==> config.mk <==
export PLATFORM = sky130hd
export DESIGN_NAME = pong_screen
export DESIGN_NICKNAME = d
export VERILOG_FILES = /design/src/pong_pkg.sv /design/src/frame_sequencer.sv /design/src/paddle_tracker.sv /design/src/pong_screen.sv /design/src/puck_mover.sv
export SDC_FILE = /design/constraint.sdc
export NUM_CORES = 1
export LEC_CHECK = 0
export ABC_AREA = 0
export BUFFER_PORTS_ARGS = -buffer_cell sky130_fd_sc_hd__buf_2
export CAP_MARGIN = 25
export CORE_UTILIZATION = 64
export DETAILED_ROUTE_END_ITERATION = 8
export GPL_TIMING_DRIVEN = 0
export MAX_ROUTING_LAYER = met4
export PLACE_DENSITY = 0.81
export SLEW_MARGIN = 20
export SYNTH_ARGS = -nofsm -noshare
export SYNTH_HDL_FRONTEND = slang
export SYNTH_SLANG_ARGS = --single-unit
==> constraint.sdc <==
create_clock -name CLOCK_50 -period 5.2 [get_ports CLOCK_50]
set_clock_uncertainty 0.1 [all_clocks]
set_input_delay 1.04 -clock CLOCK_50 [delete_from_list [all_inputs] [get_ports CLOCK_50]]
set_output_delay 1.04 -clock CLOCK_50 [all_outputs]
set_load 0.01 [all_outputs]
==> src/pong_pkg.sv <==
`default_nettype none

package pong_pkg;

        // ============================================================
        // vector types for quantities with a fixed meaning
        // ============================================================

        // a screen column, 0 to 159
        typedef logic [7:0] coord_x_t;

        // a screen row, 0 to 119
        typedef logic [6:0] coord_y_t;

        // the 3-bit colour code taken by the VGA adapter
        typedef logic [2:0] colour_t;

        // the paddle spans paddle_x up to paddle_x + length, both included
        typedef logic [7:0] paddle_len_t;

        // wide enough for a frame delay or shrink period of several seconds
        typedef logic [31:0] cycle_count_t;

        // states of the pixel drawing machine, in the order a frame visits them
        typedef enum logic [3:0] {
                INIT,
                CLEAR,
                TOP_LINE_DRAW,
                RIGHT_LINE_DRAW,
                LEFT_LINE_DRAW,
                FRAME_WAIT,
                ERASE_PADDLE,
                STEP_PADDLE,
                DRAW_PADDLE,
                ERASE_PUCK,
                DRAW_PUCK
        } draw_state_t;

        // ============================================================
        // screen geometry
        // ============================================================

        localparam coord_x_t screen_width  = 8'd160;
        localparam coord_y_t screen_height = 7'd120;

        // the borders sit on these columns and on this row
        localparam coord_x_t left_line  = 8'd5;
        localparam coord_x_t right_line = 8'd154;
        localparam coord_y_t top_line   = 7'd5;

        // the paddle lives on a single row near the bottom
        localparam coord_y_t    paddle_row       = 7'd115;
        localparam coord_x_t    paddle_x_start   = 8'd70;
        localparam paddle_len_t paddle_len_start = 8'd10;
        localparam paddle_len_t paddle_len_min   = 8'd3;
        localparam coord_x_t    paddle_move      = 8'd2;

        // where the puck starts after every restart
        localparam coord_x_t faceoff_x = 8'd80;
        localparam coord_y_t faceoff_y = 7'd60;

        // colour codes: black, yellow, white and purple
        localparam colour_t colour_bg     = 3'd0;
        localparam colour_t colour_border = 3'd6;
        localparam colour_t colour_paddle = 3'd7;
        localparam colour_t colour_puck   = 3'd5;

        // an eighth of a second per frame and twenty seconds per shrink at 50 MHz
        localparam cycle_count_t default_idle_cycles   = 32'd6250000;
        localparam cycle_count_t default_shrink_cycles = 32'd1000000000;

endpackage

`default_nettype wire

==> src/frame_sequencer.sv <==
`default_nettype none

module frame_sequencer
        import pong_pkg::*;
#(
        parameter cycle_count_t idle_cycles = default_idle_cycles
) (
        input  logic        CLOCK_50,
        input  logic        KEY,
        input  coord_x_t    paddle_x,
        input  paddle_len_t paddle_length,
        input  coord_x_t    puck_x,
        input  coord_y_t    puck_y,
        input  logic        puck_missed,
        output logic        restart,
        output logic        paddle_step,
        output logic        puck_step,
        output coord_x_t    x,
        output coord_y_t    y,
        output colour_t     colour,
        output logic        plot
);

        draw_state_t  state;

        // raster counters, in the paddle states x_cnt is an offset from paddle_x
        coord_x_t     x_cnt;
        coord_y_t     y_cnt;
        cycle_count_t wait_cnt;

        // last offset to erase, one past the paddle unless that pixel is the border
        paddle_len_t  erase_last;

        assign erase_last = (paddle_x + paddle_length + 8'd1 == right_line) ?
                            paddle_length : paddle_length + 8'd1;

        // ============================================================
        // state and counter updates
        // ============================================================

        always_ff @(posedge CLOCK_50, negedge KEY) begin
                if (!KEY) begin
                        // reset goes straight into the clear so no restart pulse is seen
                        state    <= CLEAR;
                        x_cnt    <= '0;
                        y_cnt    <= '0;
                        wait_cnt <= '0;
                end else begin
                        case (state)
                        INIT: begin
                                x_cnt <= '0;
                                y_cnt <= '0;
                                state <= CLEAR;
                        end
                        CLEAR: begin
                                // one pixel per cycle in raster order
                                if (x_cnt == screen_width - 8'd1) begin
                                        x_cnt <= '0;
                                        if (y_cnt == screen_height - 7'd1) begin
                                                x_cnt <= left_line;
                                                y_cnt <= top_line;
                                                state <= TOP_LINE_DRAW;
                                        end else begin
                                                y_cnt <= y_cnt + 7'd1;
                                        end
                                end else begin
                                        x_cnt <= x_cnt + 8'd1;
                                end
                        end
                        TOP_LINE_DRAW: begin
                                // the top line ends on the corner where the right line starts
                                if (x_cnt == right_line)
                                        state <= RIGHT_LINE_DRAW;
                                else
                                        x_cnt <= x_cnt + 8'd1;
                        end
                        RIGHT_LINE_DRAW: begin
                                if (y_cnt == screen_height - 7'd1) begin
                                        x_cnt <= left_line;
                                        y_cnt <= top_line;
                                        state <= LEFT_LINE_DRAW;
                                end else begin
                                        y_cnt <= y_cnt + 7'd1;
                                end
                        end
                        LEFT_LINE_DRAW: begin
                                if (y_cnt == screen_height - 7'd1) begin
                                        wait_cnt <= '0;
                                        state    <= FRAME_WAIT;
                                end else begin
                                        y_cnt <= y_cnt + 7'd1;
                                end
                        end
                        FRAME_WAIT: begin
                                // idle_cycles + 1 cycles without plotting
                                if (wait_cnt == idle_cycles) begin
                                        x_cnt <= '0;
                                        state <= ERASE_PADDLE;
                                end else begin
                                        wait_cnt <= wait_cnt + 32'd1;
                                end
                        end
                        ERASE_PADDLE: begin
                                // the length may shrink mid-sweep, so the end test is >=
                                if (x_cnt >= erase_last) begin
                                        x_cnt <= '0;
                                        state <= STEP_PADDLE;
                                end else begin
                                        x_cnt <= x_cnt + 8'd1;
                                end
                        end
                        STEP_PADDLE: begin
                                // paddle_x takes its new value on this edge
                                state <= DRAW_PADDLE;
                        end
                        DRAW_PADDLE: begin
                                if (x_cnt >= paddle_length)
                                        state <= ERASE_PUCK;
                                else
                                        x_cnt <= x_cnt + 8'd1;
                        end
                        ERASE_PUCK: begin
                                state <= DRAW_PUCK;
                        end
                        DRAW_PUCK: begin
                                // a miss restarts the game with a fresh clear
                                if (puck_missed) begin
                                        state <= INIT;
                                end else begin
                                        wait_cnt <= '0;
                                        state    <= FRAME_WAIT;
                                end
                        end
                        default: begin
                                state <= INIT;
                        end
                        endcase
                end
        end

        // ============================================================
        // pixel stream and control pulses
        // ============================================================

        always_comb begin
                restart     = (state == INIT);
                paddle_step = (state == STEP_PADDLE);
                puck_step   = (state == ERASE_PUCK);
                x           = x_cnt;
                y           = y_cnt;
                colour      = colour_bg;
                plot        = 1'b0;
                case (state)
                CLEAR: begin
                        plot = 1'b1;
                end
                TOP_LINE_DRAW, RIGHT_LINE_DRAW, LEFT_LINE_DRAW: begin
                        colour = colour_border;
                        plot   = 1'b1;
                end
                ERASE_PADDLE: begin
                        x    = paddle_x + x_cnt;
                        y    = paddle_row;
                        plot = 1'b1;
                end
                DRAW_PADDLE: begin
                        x      = paddle_x + x_cnt;
                        y      = paddle_row;
                        colour = colour_paddle;
                        plot   = 1'b1;
                end
                ERASE_PUCK: begin
                        // the old position is still on the ports during the step
                        x    = puck_x;
                        y    = puck_y;
                        plot = 1'b1;
                end
                DRAW_PUCK: begin
                        x      = puck_x;
                        y      = puck_y;
                        colour = colour_puck;
                        plot   = ~puck_missed;
                end
                default: begin
                        plot = 1'b0;
                end
                endcase
        end

endmodule

`default_nettype wire

==> src/paddle_tracker.sv <==
`default_nettype none

module paddle_tracker
        import pong_pkg::*;
#(
        parameter cycle_count_t shrink_cycles = default_shrink_cycles
) (
        input  logic        CLOCK_50,
        input  logic        KEY,
        input  logic        restart,
        input  logic        paddle_step,
        input  logic        move_right,
        input  logic        move_left,
        output coord_x_t    paddle_x,
        output paddle_len_t paddle_length
);

        // farthest left and right positions that keep the paddle off the borders
        coord_x_t     left_min;
        coord_x_t     right_max;
        coord_x_t     next_x;
        cycle_count_t shrink_cnt;

        assign left_min  = left_line + 8'd1;
        assign right_max = right_line - 8'd1 - paddle_length;

        // candidate position for the next step, already clamped
        always_comb begin
                next_x = paddle_x;
                if (move_right) begin
                        // right wins when both keys are held
                        if (paddle_x + paddle_move >= right_max)
                                next_x = right_max;
                        else
                                next_x = paddle_x + paddle_move;
                end else if (move_left) begin
                        if (paddle_x < left_min + paddle_move)
                                next_x = left_min;
                        else
                                next_x = paddle_x - paddle_move;
                end
        end

        // the paddle only moves once per frame, on the step pulse
        always_ff @(posedge CLOCK_50, negedge KEY) begin
                if (!KEY) begin
                        paddle_x <= paddle_x_start;
                end else if (restart) begin
                        paddle_x <= paddle_x_start;
                end else if (paddle_step) begin
                        paddle_x <= next_x;
                end
        end

        // ============================================================
        // shrink timer
        // ============================================================

        // the counter runs every cycle, independent of the frame pacing
        always_ff @(posedge CLOCK_50, negedge KEY) begin
                if (!KEY) begin
                        paddle_length <= paddle_len_start;
                        shrink_cnt    <= '0;
                end else if (restart) begin
                        paddle_length <= paddle_len_start;
                        shrink_cnt    <= '0;
                end else if (shrink_cnt == shrink_cycles) begin
                        shrink_cnt <= '0;
                        // stop shrinking once the minimum is reached
                        if (paddle_length > paddle_len_min)
                                paddle_length <= paddle_length - 8'd1;
                end else begin
                        shrink_cnt <= shrink_cnt + 32'd1;
                end
        end

endmodule

`default_nettype wire

==> src/pong_screen.sv <==
`default_nettype none

module pong_screen
        import pong_pkg::*;
#(
        parameter cycle_count_t idle_cycles   = default_idle_cycles,
        parameter cycle_count_t shrink_cycles = default_shrink_cycles
) (
        input  logic       CLOCK_50,
        input  logic [3:0] KEY,
        output coord_x_t   x,
        output coord_y_t   y,
        output colour_t    colour,
        output logic       plot
);

        logic        restart;
        logic        paddle_step;
        logic        puck_step;
        logic        move_right;
        logic        move_left;
        logic        puck_missed;
        coord_x_t    paddle_x;
        paddle_len_t paddle_length;
        coord_x_t    puck_x;
        coord_y_t    puck_y;

        // the push buttons read low while pressed, KEY[3] is the game reset
        assign move_right = ~KEY[0];
        assign move_left  = ~KEY[1];

        paddle_tracker #(
                .shrink_cycles(shrink_cycles)
        ) u_paddle (
                .CLOCK_50(CLOCK_50), .KEY(KEY[3]), .restart(restart),
                .paddle_step(paddle_step), .move_right(move_right), .move_left(move_left),
                .paddle_x(paddle_x), .paddle_length(paddle_length)
        );

        puck_mover u_puck (
                .CLOCK_50(CLOCK_50), .KEY(KEY[3]), .restart(restart), .puck_step(puck_step),
                .paddle_x(paddle_x), .paddle_length(paddle_length),
                .puck_x(puck_x), .puck_y(puck_y), .puck_missed(puck_missed)
        );

        frame_sequencer #(
                .idle_cycles(idle_cycles)
        ) u_seq (
                .CLOCK_50(CLOCK_50), .KEY(KEY[3]), .paddle_x(paddle_x),
                .paddle_length(paddle_length), .puck_x(puck_x), .puck_y(puck_y),
                .puck_missed(puck_missed), .restart(restart), .paddle_step(paddle_step),
                .puck_step(puck_step), .x(x), .y(y), .colour(colour), .plot(plot)
        );

endmodule

`default_nettype wire

==> src/puck_mover.sv <==
`default_nettype none

module puck_mover
        import pong_pkg::*;
(
        input  logic        CLOCK_50,
        input  logic        KEY,
        input  logic        restart,
        input  logic        puck_step,
        input  coord_x_t    paddle_x,
        input  paddle_len_t paddle_length,
        output coord_x_t    puck_x,
        output coord_y_t    puck_y,
        output logic        puck_missed
);

        // one direction bit per axis, the puck always moves diagonally
        logic     dir_right;
        logic     dir_down;
        coord_x_t next_x;
        coord_y_t next_y;
        logic     on_paddle;

        assign next_x = dir_right ? puck_x + 8'd1 : puck_x - 8'd1;
        assign next_y = dir_down ? puck_y + 7'd1 : puck_y - 7'd1;

        // paddle span test on the position the puck is about to take
        assign on_paddle = (next_x >= paddle_x) && (next_x <= paddle_x + paddle_length);

        // ============================================================
        // position, direction and miss flag
        // ============================================================

        always_ff @(posedge CLOCK_50, negedge KEY) begin
                if (!KEY) begin
                        puck_x      <= faceoff_x;
                        puck_y      <= faceoff_y;
                        dir_right   <= 1'b1;
                        dir_down    <= 1'b1;
                        puck_missed <= 1'b0;
                end else if (restart) begin
                        puck_x      <= faceoff_x;
                        puck_y      <= faceoff_y;
                        dir_right   <= 1'b1;
                        dir_down    <= 1'b1;
                        puck_missed <= 1'b0;
                end else if (puck_step) begin
                        puck_x      <= next_x;
                        puck_y      <= next_y;
                        puck_missed <= 1'b0;

                        // bounce off the row just under the top border
                        if (next_y == top_line + 7'd1)
                                dir_down <= ~dir_down;

                        // bounce off the columns just inside the side borders
                        if ((next_x == left_line + 8'd1) || (next_x == right_line - 8'd1))
                                dir_right <= ~dir_right;

                        // the row above the paddle decides between a bounce and a miss
                        if (next_y == paddle_row - 7'd1) begin
                                if (on_paddle)
                                        dir_down <= ~dir_down;
                                else
                                        puck_missed <= 1'b1;
                        end
                end
        end

endmodule

`default_nettype wire

; ---- Word level (Yosys, flattened, before mapping)
; Index checks and enable logic that the tools add are counted.
; Widths: inputs -> output; s select.
[totals]
regBits = 117
inputBits = 5
output_inout_bits = 19
wordCells = 154
[classes]
add_sub_neg = 16
magnitude_cmp = 7
eq_ne = 34
mux = 60
bitwise = 3
n_reduce_logical = 22
[op_table]
columns = operator, count
row1 = $mux 32, 5
row2 = $mux 8, 19
row3 = $pmux 32 s3, 1
row4 = $add 32x1->32 const B, 2
row5 = $pmux 8 s7, 1
row6 = $pmux 4 s11, 1
row7 = $mux 7, 6
row8 = $add 8x1->8 const B, 4
row9 = $eq 32x23->1 const B, 1
row10 = $eq 32x30->1 const B, 1
row11 = $eq 8x8->1 const B, 4
row12 = $ge 8x8->1, 4
row13 = $mux 4, 8
row14 = $pmux 7 s4, 1
row15 = $add 8x8->8, 2
row16 = $eq 4x3->1 const B, 4
row17 = $ne 2x1->1 const B, 8
row18 = $pmux 8 s2, 1
row19 = $sub 8x1->8 const B, 2
row20 = $add 7x1->7 const B, 2
row21 = $eq 7x7->1 const B, 2
row22 = $pmux 7 s2, 1
row23 = $eq 4x4->1 const B, 3
row24 = $mux 1, 12
row25 = 32 further kinds, 47

; ---- Depth between registers and ports, before layout
[logic_depth]
depth_word = 8
depth_mapped = 17
mapped_depth_nobuf = 17

; ---- Cells and area by module
; Synthesis repeated with hierarchy kept, for this count alone.
[unflattened]
hier_cells = 1142
hier_area_um2 = 9685.5
[modules_own_cells]
columns = mod, n_inst, cells_per_inst, area_per_inst_um2, seq_area_each_um2
row1 = frame_sequencer, 1, 553, 4524.3, 1277.5
row2 = paddle_tracker, 1, 354, 3098.0, 1207.4
row3 = puck_mover, 1, 233, 2055.7, 460.4
row4 = pong_screen, 1, 2, 7.5, 0.0

; ---- Worst setup path before layout
; OpenSTA, ideal clock, no wires.
[synth_timing]
kind = register -> register
from = register u_paddle.paddle_x[1]
to = register u_seq.x_cnt[6]
setup_time_ns = 0.065
t_arrival_ns = 4.205
t_required_ns = 5.035
path_slack_ns = 0.830
path_stages_with_launch = 18
n_path_buf = 0
period_less_slack_ns = 4.370
path_cell_list = dfstp_2 -> inv_1 -> ha_1 -> a21o_1 -> a221oi_1 -> a21oi_1 -> xnor2_1 -> nand4b_2 -> nand4_1 -> xnor2_1 -> ha_1 -> and3_1 -> a2111oi_0 -> o21ai_0 -> a31oi_2 -> nor2_1 -> nor4_1 -> a211o_1
[synth_via]
elab_chain_cells = 7
[synth_rtl]
columns = item, line_no
row1 = start: declaration, paddle_tracker.sv:14  ; output coord_x_t paddle_x,
row2 = start signal: assignment, paddle_tracker.sv:47  ; paddle_x <= paddle_x_start;
row3 = start signal: assignment, paddle_tracker.sv:49  ; paddle_x <= paddle_x_start;
row4 = start signal: assignment, paddle_tracker.sv:51  ; paddle_x <= next_x;
row5 = $add 8x8->8, frame_sequencer.sv:34  ; assign erase_last = (paddle_x + paddle_length + 8'd1 == right_line) ?
row6 = $add 8x1->8, frame_sequencer.sv:34
row7 = $eq 8x8->1, frame_sequencer.sv:34
row8 = $mux 8, frame_sequencer.sv:34
row9 = $ge 8x8->1, frame_sequencer.sv:105  ; if (x_cnt >= erase_last) begin
row10 = $mux 8, frame_sequencer.sv:105
row11 = $pmux 8 s7, frame_sequencer.sv:49  ; case (state)
row12 = end signal: assignment, frame_sequencer.sv:60  ; x_cnt <= left_line;
row13 = end signal: assignment, frame_sequencer.sv:109  ; x_cnt <= x_cnt + 8'd1;
row14 = end signal: assignment, frame_sequencer.sv:120  ; x_cnt <= x_cnt + 8'd1;
row15 = end: declaration, frame_sequencer.sv:27  ; coord_x_t x_cnt;
; No other way between the ends.
; A chain may end at the register's enable or synchronous reset.

; ---- Worst setup path in the final report
; Ends and elaborated chain as after synthesis.

==> impl_metrics.env <==
export IMPL_tritoncts="built"
export IMPL_finalHoldViolations=0
export IMPL_cpPeakStageDelay_ps=720
export IMPL_met1_usage=0.433
export IMPL_cts_buffer_depth=2
export IMPL_crit_required_ps=5460
export IMPL_ir_worst_vdd_mv=0.231
export IMPL_finalSetupTns_ps=0
export IMPL_min_period_ps=4880
export IMPL_synth_flop_cell="dfrtp_1"
export IMPL_tightest_slew_ps=977
export IMPL_multi_input_area_um2=5690
export IMPL_startpoint="u_paddle.paddle_x[1]"
export IMPL_syn_inst=1035
export IMPL_wire_per_inst_um=17.5
export IMPL_place_hpwl_um=15700
export IMPL_crit_fanout=12
export IMPL_reg2reg_to="u_seq.x_cnt[6]"
export IMPL_synth_fp_nets=1125
export IMPL_cts_resized=0
export IMPL_powerDensity_nw_per_um2=208
export IMPL_cts_hold_buf=0
export IMPL_drtAntennaViolNets=0
export IMPL_synth_top_area_frac=0.289
export IMPL_die_y_um=120
export IMPL_ys_async_sr_fraction=1.00
export IMPL_initial_core_util=0.666
export IMPL_p_leak_nw=4.68
export IMPL_gr_usage_met2=0.505
export IMPL_pin_count=24
export IMPL_rows=42
export IMPL_synth_seq_cells=117
export IMPL_area_growth_pct=10.9
export IMPL_grt_max_degree=76
export IMPL_ys_seq_area_frac=0.330
export IMPL_track_usage=0.332
export IMPL_avgViaCountPerCell=6.29
export IMPL_clkSlewWorstSetupHoldPaths_ps=60
export IMPL_grt_use_met3=0.0594
export IMPL_cts_buffers=17
export IMPL_die_w_um=120
export IMPL_grt_overflow_total=0
export IMPL_seqCellArea_um2=2950
export IMPL_critPathSlowestCell="dfstp_4"
export IMPL_post_cts_setup_buffers=0
export IMPL_fmax_mhz=205
export IMPL_ys_types=75
export IMPL_die_area_um2=14400
export IMPL_diodes=0
export IMPL_drc_errors=0
export IMPL_setup_viol=0
export IMPL_slew_headroom=0.345
export IMPL_gr_max_usage_layer="met2"
export IMPL_antenna_found_initial=0
export IMPL_nets=1168
export IMPL_reg2reg_from="u_paddle.paddle_x[1]"
export IMPL_synth_edf_count=0
export IMPL_nFillCells=1035
export IMPL_synth_area_um2=8930
export IMPL_port_buffers=22
export IMPL_yosysWarnings=0
export IMPL_fin_crit_sh=0.938
export IMPL_grt_pass1_vias=7696
export IMPL_ys_top_cells_by_area="dfrtp_1 (29%), ha_1 (11%), xor2_1 (6.1%)"
export IMPL_final_core_util=0.738
export IMPL_clockRootBuffer="clkbuf_16"
export IMPL_worstSetupEndpointType="flip-flop"
export IMPL_gp_congestion=0.964
export IMPL_rr_worst_depth=17
export IMPL_min_path_type="input port to async pin"
export IMPL_drt_iter0_markers=582
export IMPL_postSynthAreaPerCell_um2=8.62
export IMPL_routed_wl_um=22200
export IMPL_final_common_cell="nor2_1"
export IMPL_slew_viol_final=0
export IMPL_drive_gt1_frac=0.0907
export IMPL_clock_latency_ps=430
export IMPL_worstPathArrival_ps=5140
export IMPL_cp_cell_sequence="inv_1, ha_1, a21o_1, a221oi_2, a21oi_1, xnor2_1, nand4b_4, nand4_1, xnor2_1, ha_1, and3_1, a2111oi_0, o21ai_0, a31oi_2, nor2_1, nor4_1, a211o_1"
export IMPL_core_um2=13400
export IMPL_rsz0062_at_grt="no"
export IMPL_ff2ff_setup_slack_ps=320
export IMPL_cts_max_level=4
export IMPL_vias=7974
export IMPL_crit_type="flip-flop to flip-flop"
export IMPL_maxCapViolations=0
export IMPL_grt_pass1_wl_um=36800
export IMPL_drt_first_pass_iters=6
export IMPL_yosysTopAreaCell="dfrtp_1"
export IMPL_clock_sinks=117
export IMPL_startpoint_type="flip-flop"
export IMPL_status="completed"
export IMPL_final_cell_mix="nor2_1 (129), dfrtp_1 (103), ha_1 (81), nand2_1 (80), xor2_1 (61)"
-- power breakdown --
| group | internal [W] | total (W) | leakage (nW) | switching [W] |
|---|---|---|---|---|
| Clock | 0.000698 | 0.00113 | 0.268 | 0.000427 |
| Combinational | 0.00000443 | 0.0000259 | 2.84 | 0.0000214 |
| Sequential | 0.000912 | 0.000912 | 1.57 | 0 |
-- critical path: cells and delay by family, from the launching register on --
kind                     cells  cell delay (ps)
adder cells (fa/ha/maj)      2              630
XOR/XNOR                     2              420
flip-flops                   1              720
AO/OA/AOI/OAI                7             1680
AND/OR/NAND/NOR              5             1130
buffers and inverters        1              110
-- cells in the mapped netlist, types with 10 or more instances --
cell,instances
inv_1,43
mux2i_1,13
clkbuf_1,21
a21oi_1,57
and3_1,27
xor2_1,62
nor2_1,130
nand2b_1,10
nor2b_1,15
ha_1,81
dfstp_2,14
o21ai_0,47
dfrtp_1,103
nand4_1,32
nand3_1,49
a21o_1,13
xnor2_1,43
nor3_1,21
nand2_1,80
-- flip-flops by register name, summed over array words and instances, names as in the netlist --
signal / cells
u_paddle.paddle_length: 8
u_paddle.paddle_x: 8
u_paddle.shrink_cnt: 32
u_puck.dir_down: 1
u_puck.dir_right: 1
u_puck.puck_missed: 1
u_puck.puck_x: 8
u_puck.puck_y: 7
u_seq.state: 4
u_seq.wait_cnt: 32
u_seq.x_cnt: 8
u_seq.y_cnt: 7
-- per-stage QoR --
step / area, um2 / power (W) / instances / hold WS [ps] / setup slack, ps
6_report: 9900 / 0.00206 / 1267 / 423 / 324
5_1_grt: 9900 / 0.00211 / 1267 / 449 / 14.5
4_1_cts: 9870 / 0.00207 / 1267 / 426 / 147
3_5_place_dp: 9300 / 0.000954 / 1235 / 420 / 198
3_3_place_gp: 9260 / 0.000951 / 1233 / 407 / 236
2_1_floorplan: 8930 / 0.000930 / 1035 / 374 / 830
-- cells by family (layout without fill, tap and decap cells) --
| family | count (synthesis) | in the layout | share of synthesized area |
|---|---|---|---|
| adder cells (fa/ha/maj) | 85 | 85 | 0.123 |
| XOR/XNOR | 105 | 105 | 0.103 |
| AND/OR/NAND/NOR | 421 | 421 | 0.238 |
| multiplexers | 15 | 15 | 0.0171 |
| AO/OA/AOI/OAI | 212 | 212 | 0.154 |
| flip-flops | 117 | 117 | 0.330 |
| buffers and inverters | 80 | 136 | 0.0359 |
-- how the worst max path moves through the flow --
stage | endpoint | slack [ps]
6_report | u_seq.x_cnt[6] | 320
5_1_grt | u_seq.x_cnt[6] | 10
4_1_cts | u_seq.x_cnt[4] | 150
3_5_place_dp | u_seq.x_cnt[7] | 200
3_3_place_gp | u_seq.x_cnt[5] | 240
2_1_floorplan | u_seq.x_cnt[6] | 830
-- metal layers --
| metal | part of all wire | wire, um |
|---|---|---|
| met2 | 0.46 | 10300 |
| met4 | 0.033 | 737 |
| met1 | 0.44 | 9790 |
| met3 | 0.064 | 1410 |
| met5 | 0 | 0 |
-- cell type report --
class	instances	area share
Inverter	45	0.0171
Clock inverter	5	0.00392
Multi-Input combinational cell	838	0.575
Sequential cell	117	0.298
Buffer	35	0.0153
Timing Repair Buffer	24	0.0150
Clock buffer	27	0.0539
Tap cell	176	0.0223
Note: power is estimated with default switching activity, not from simulation.
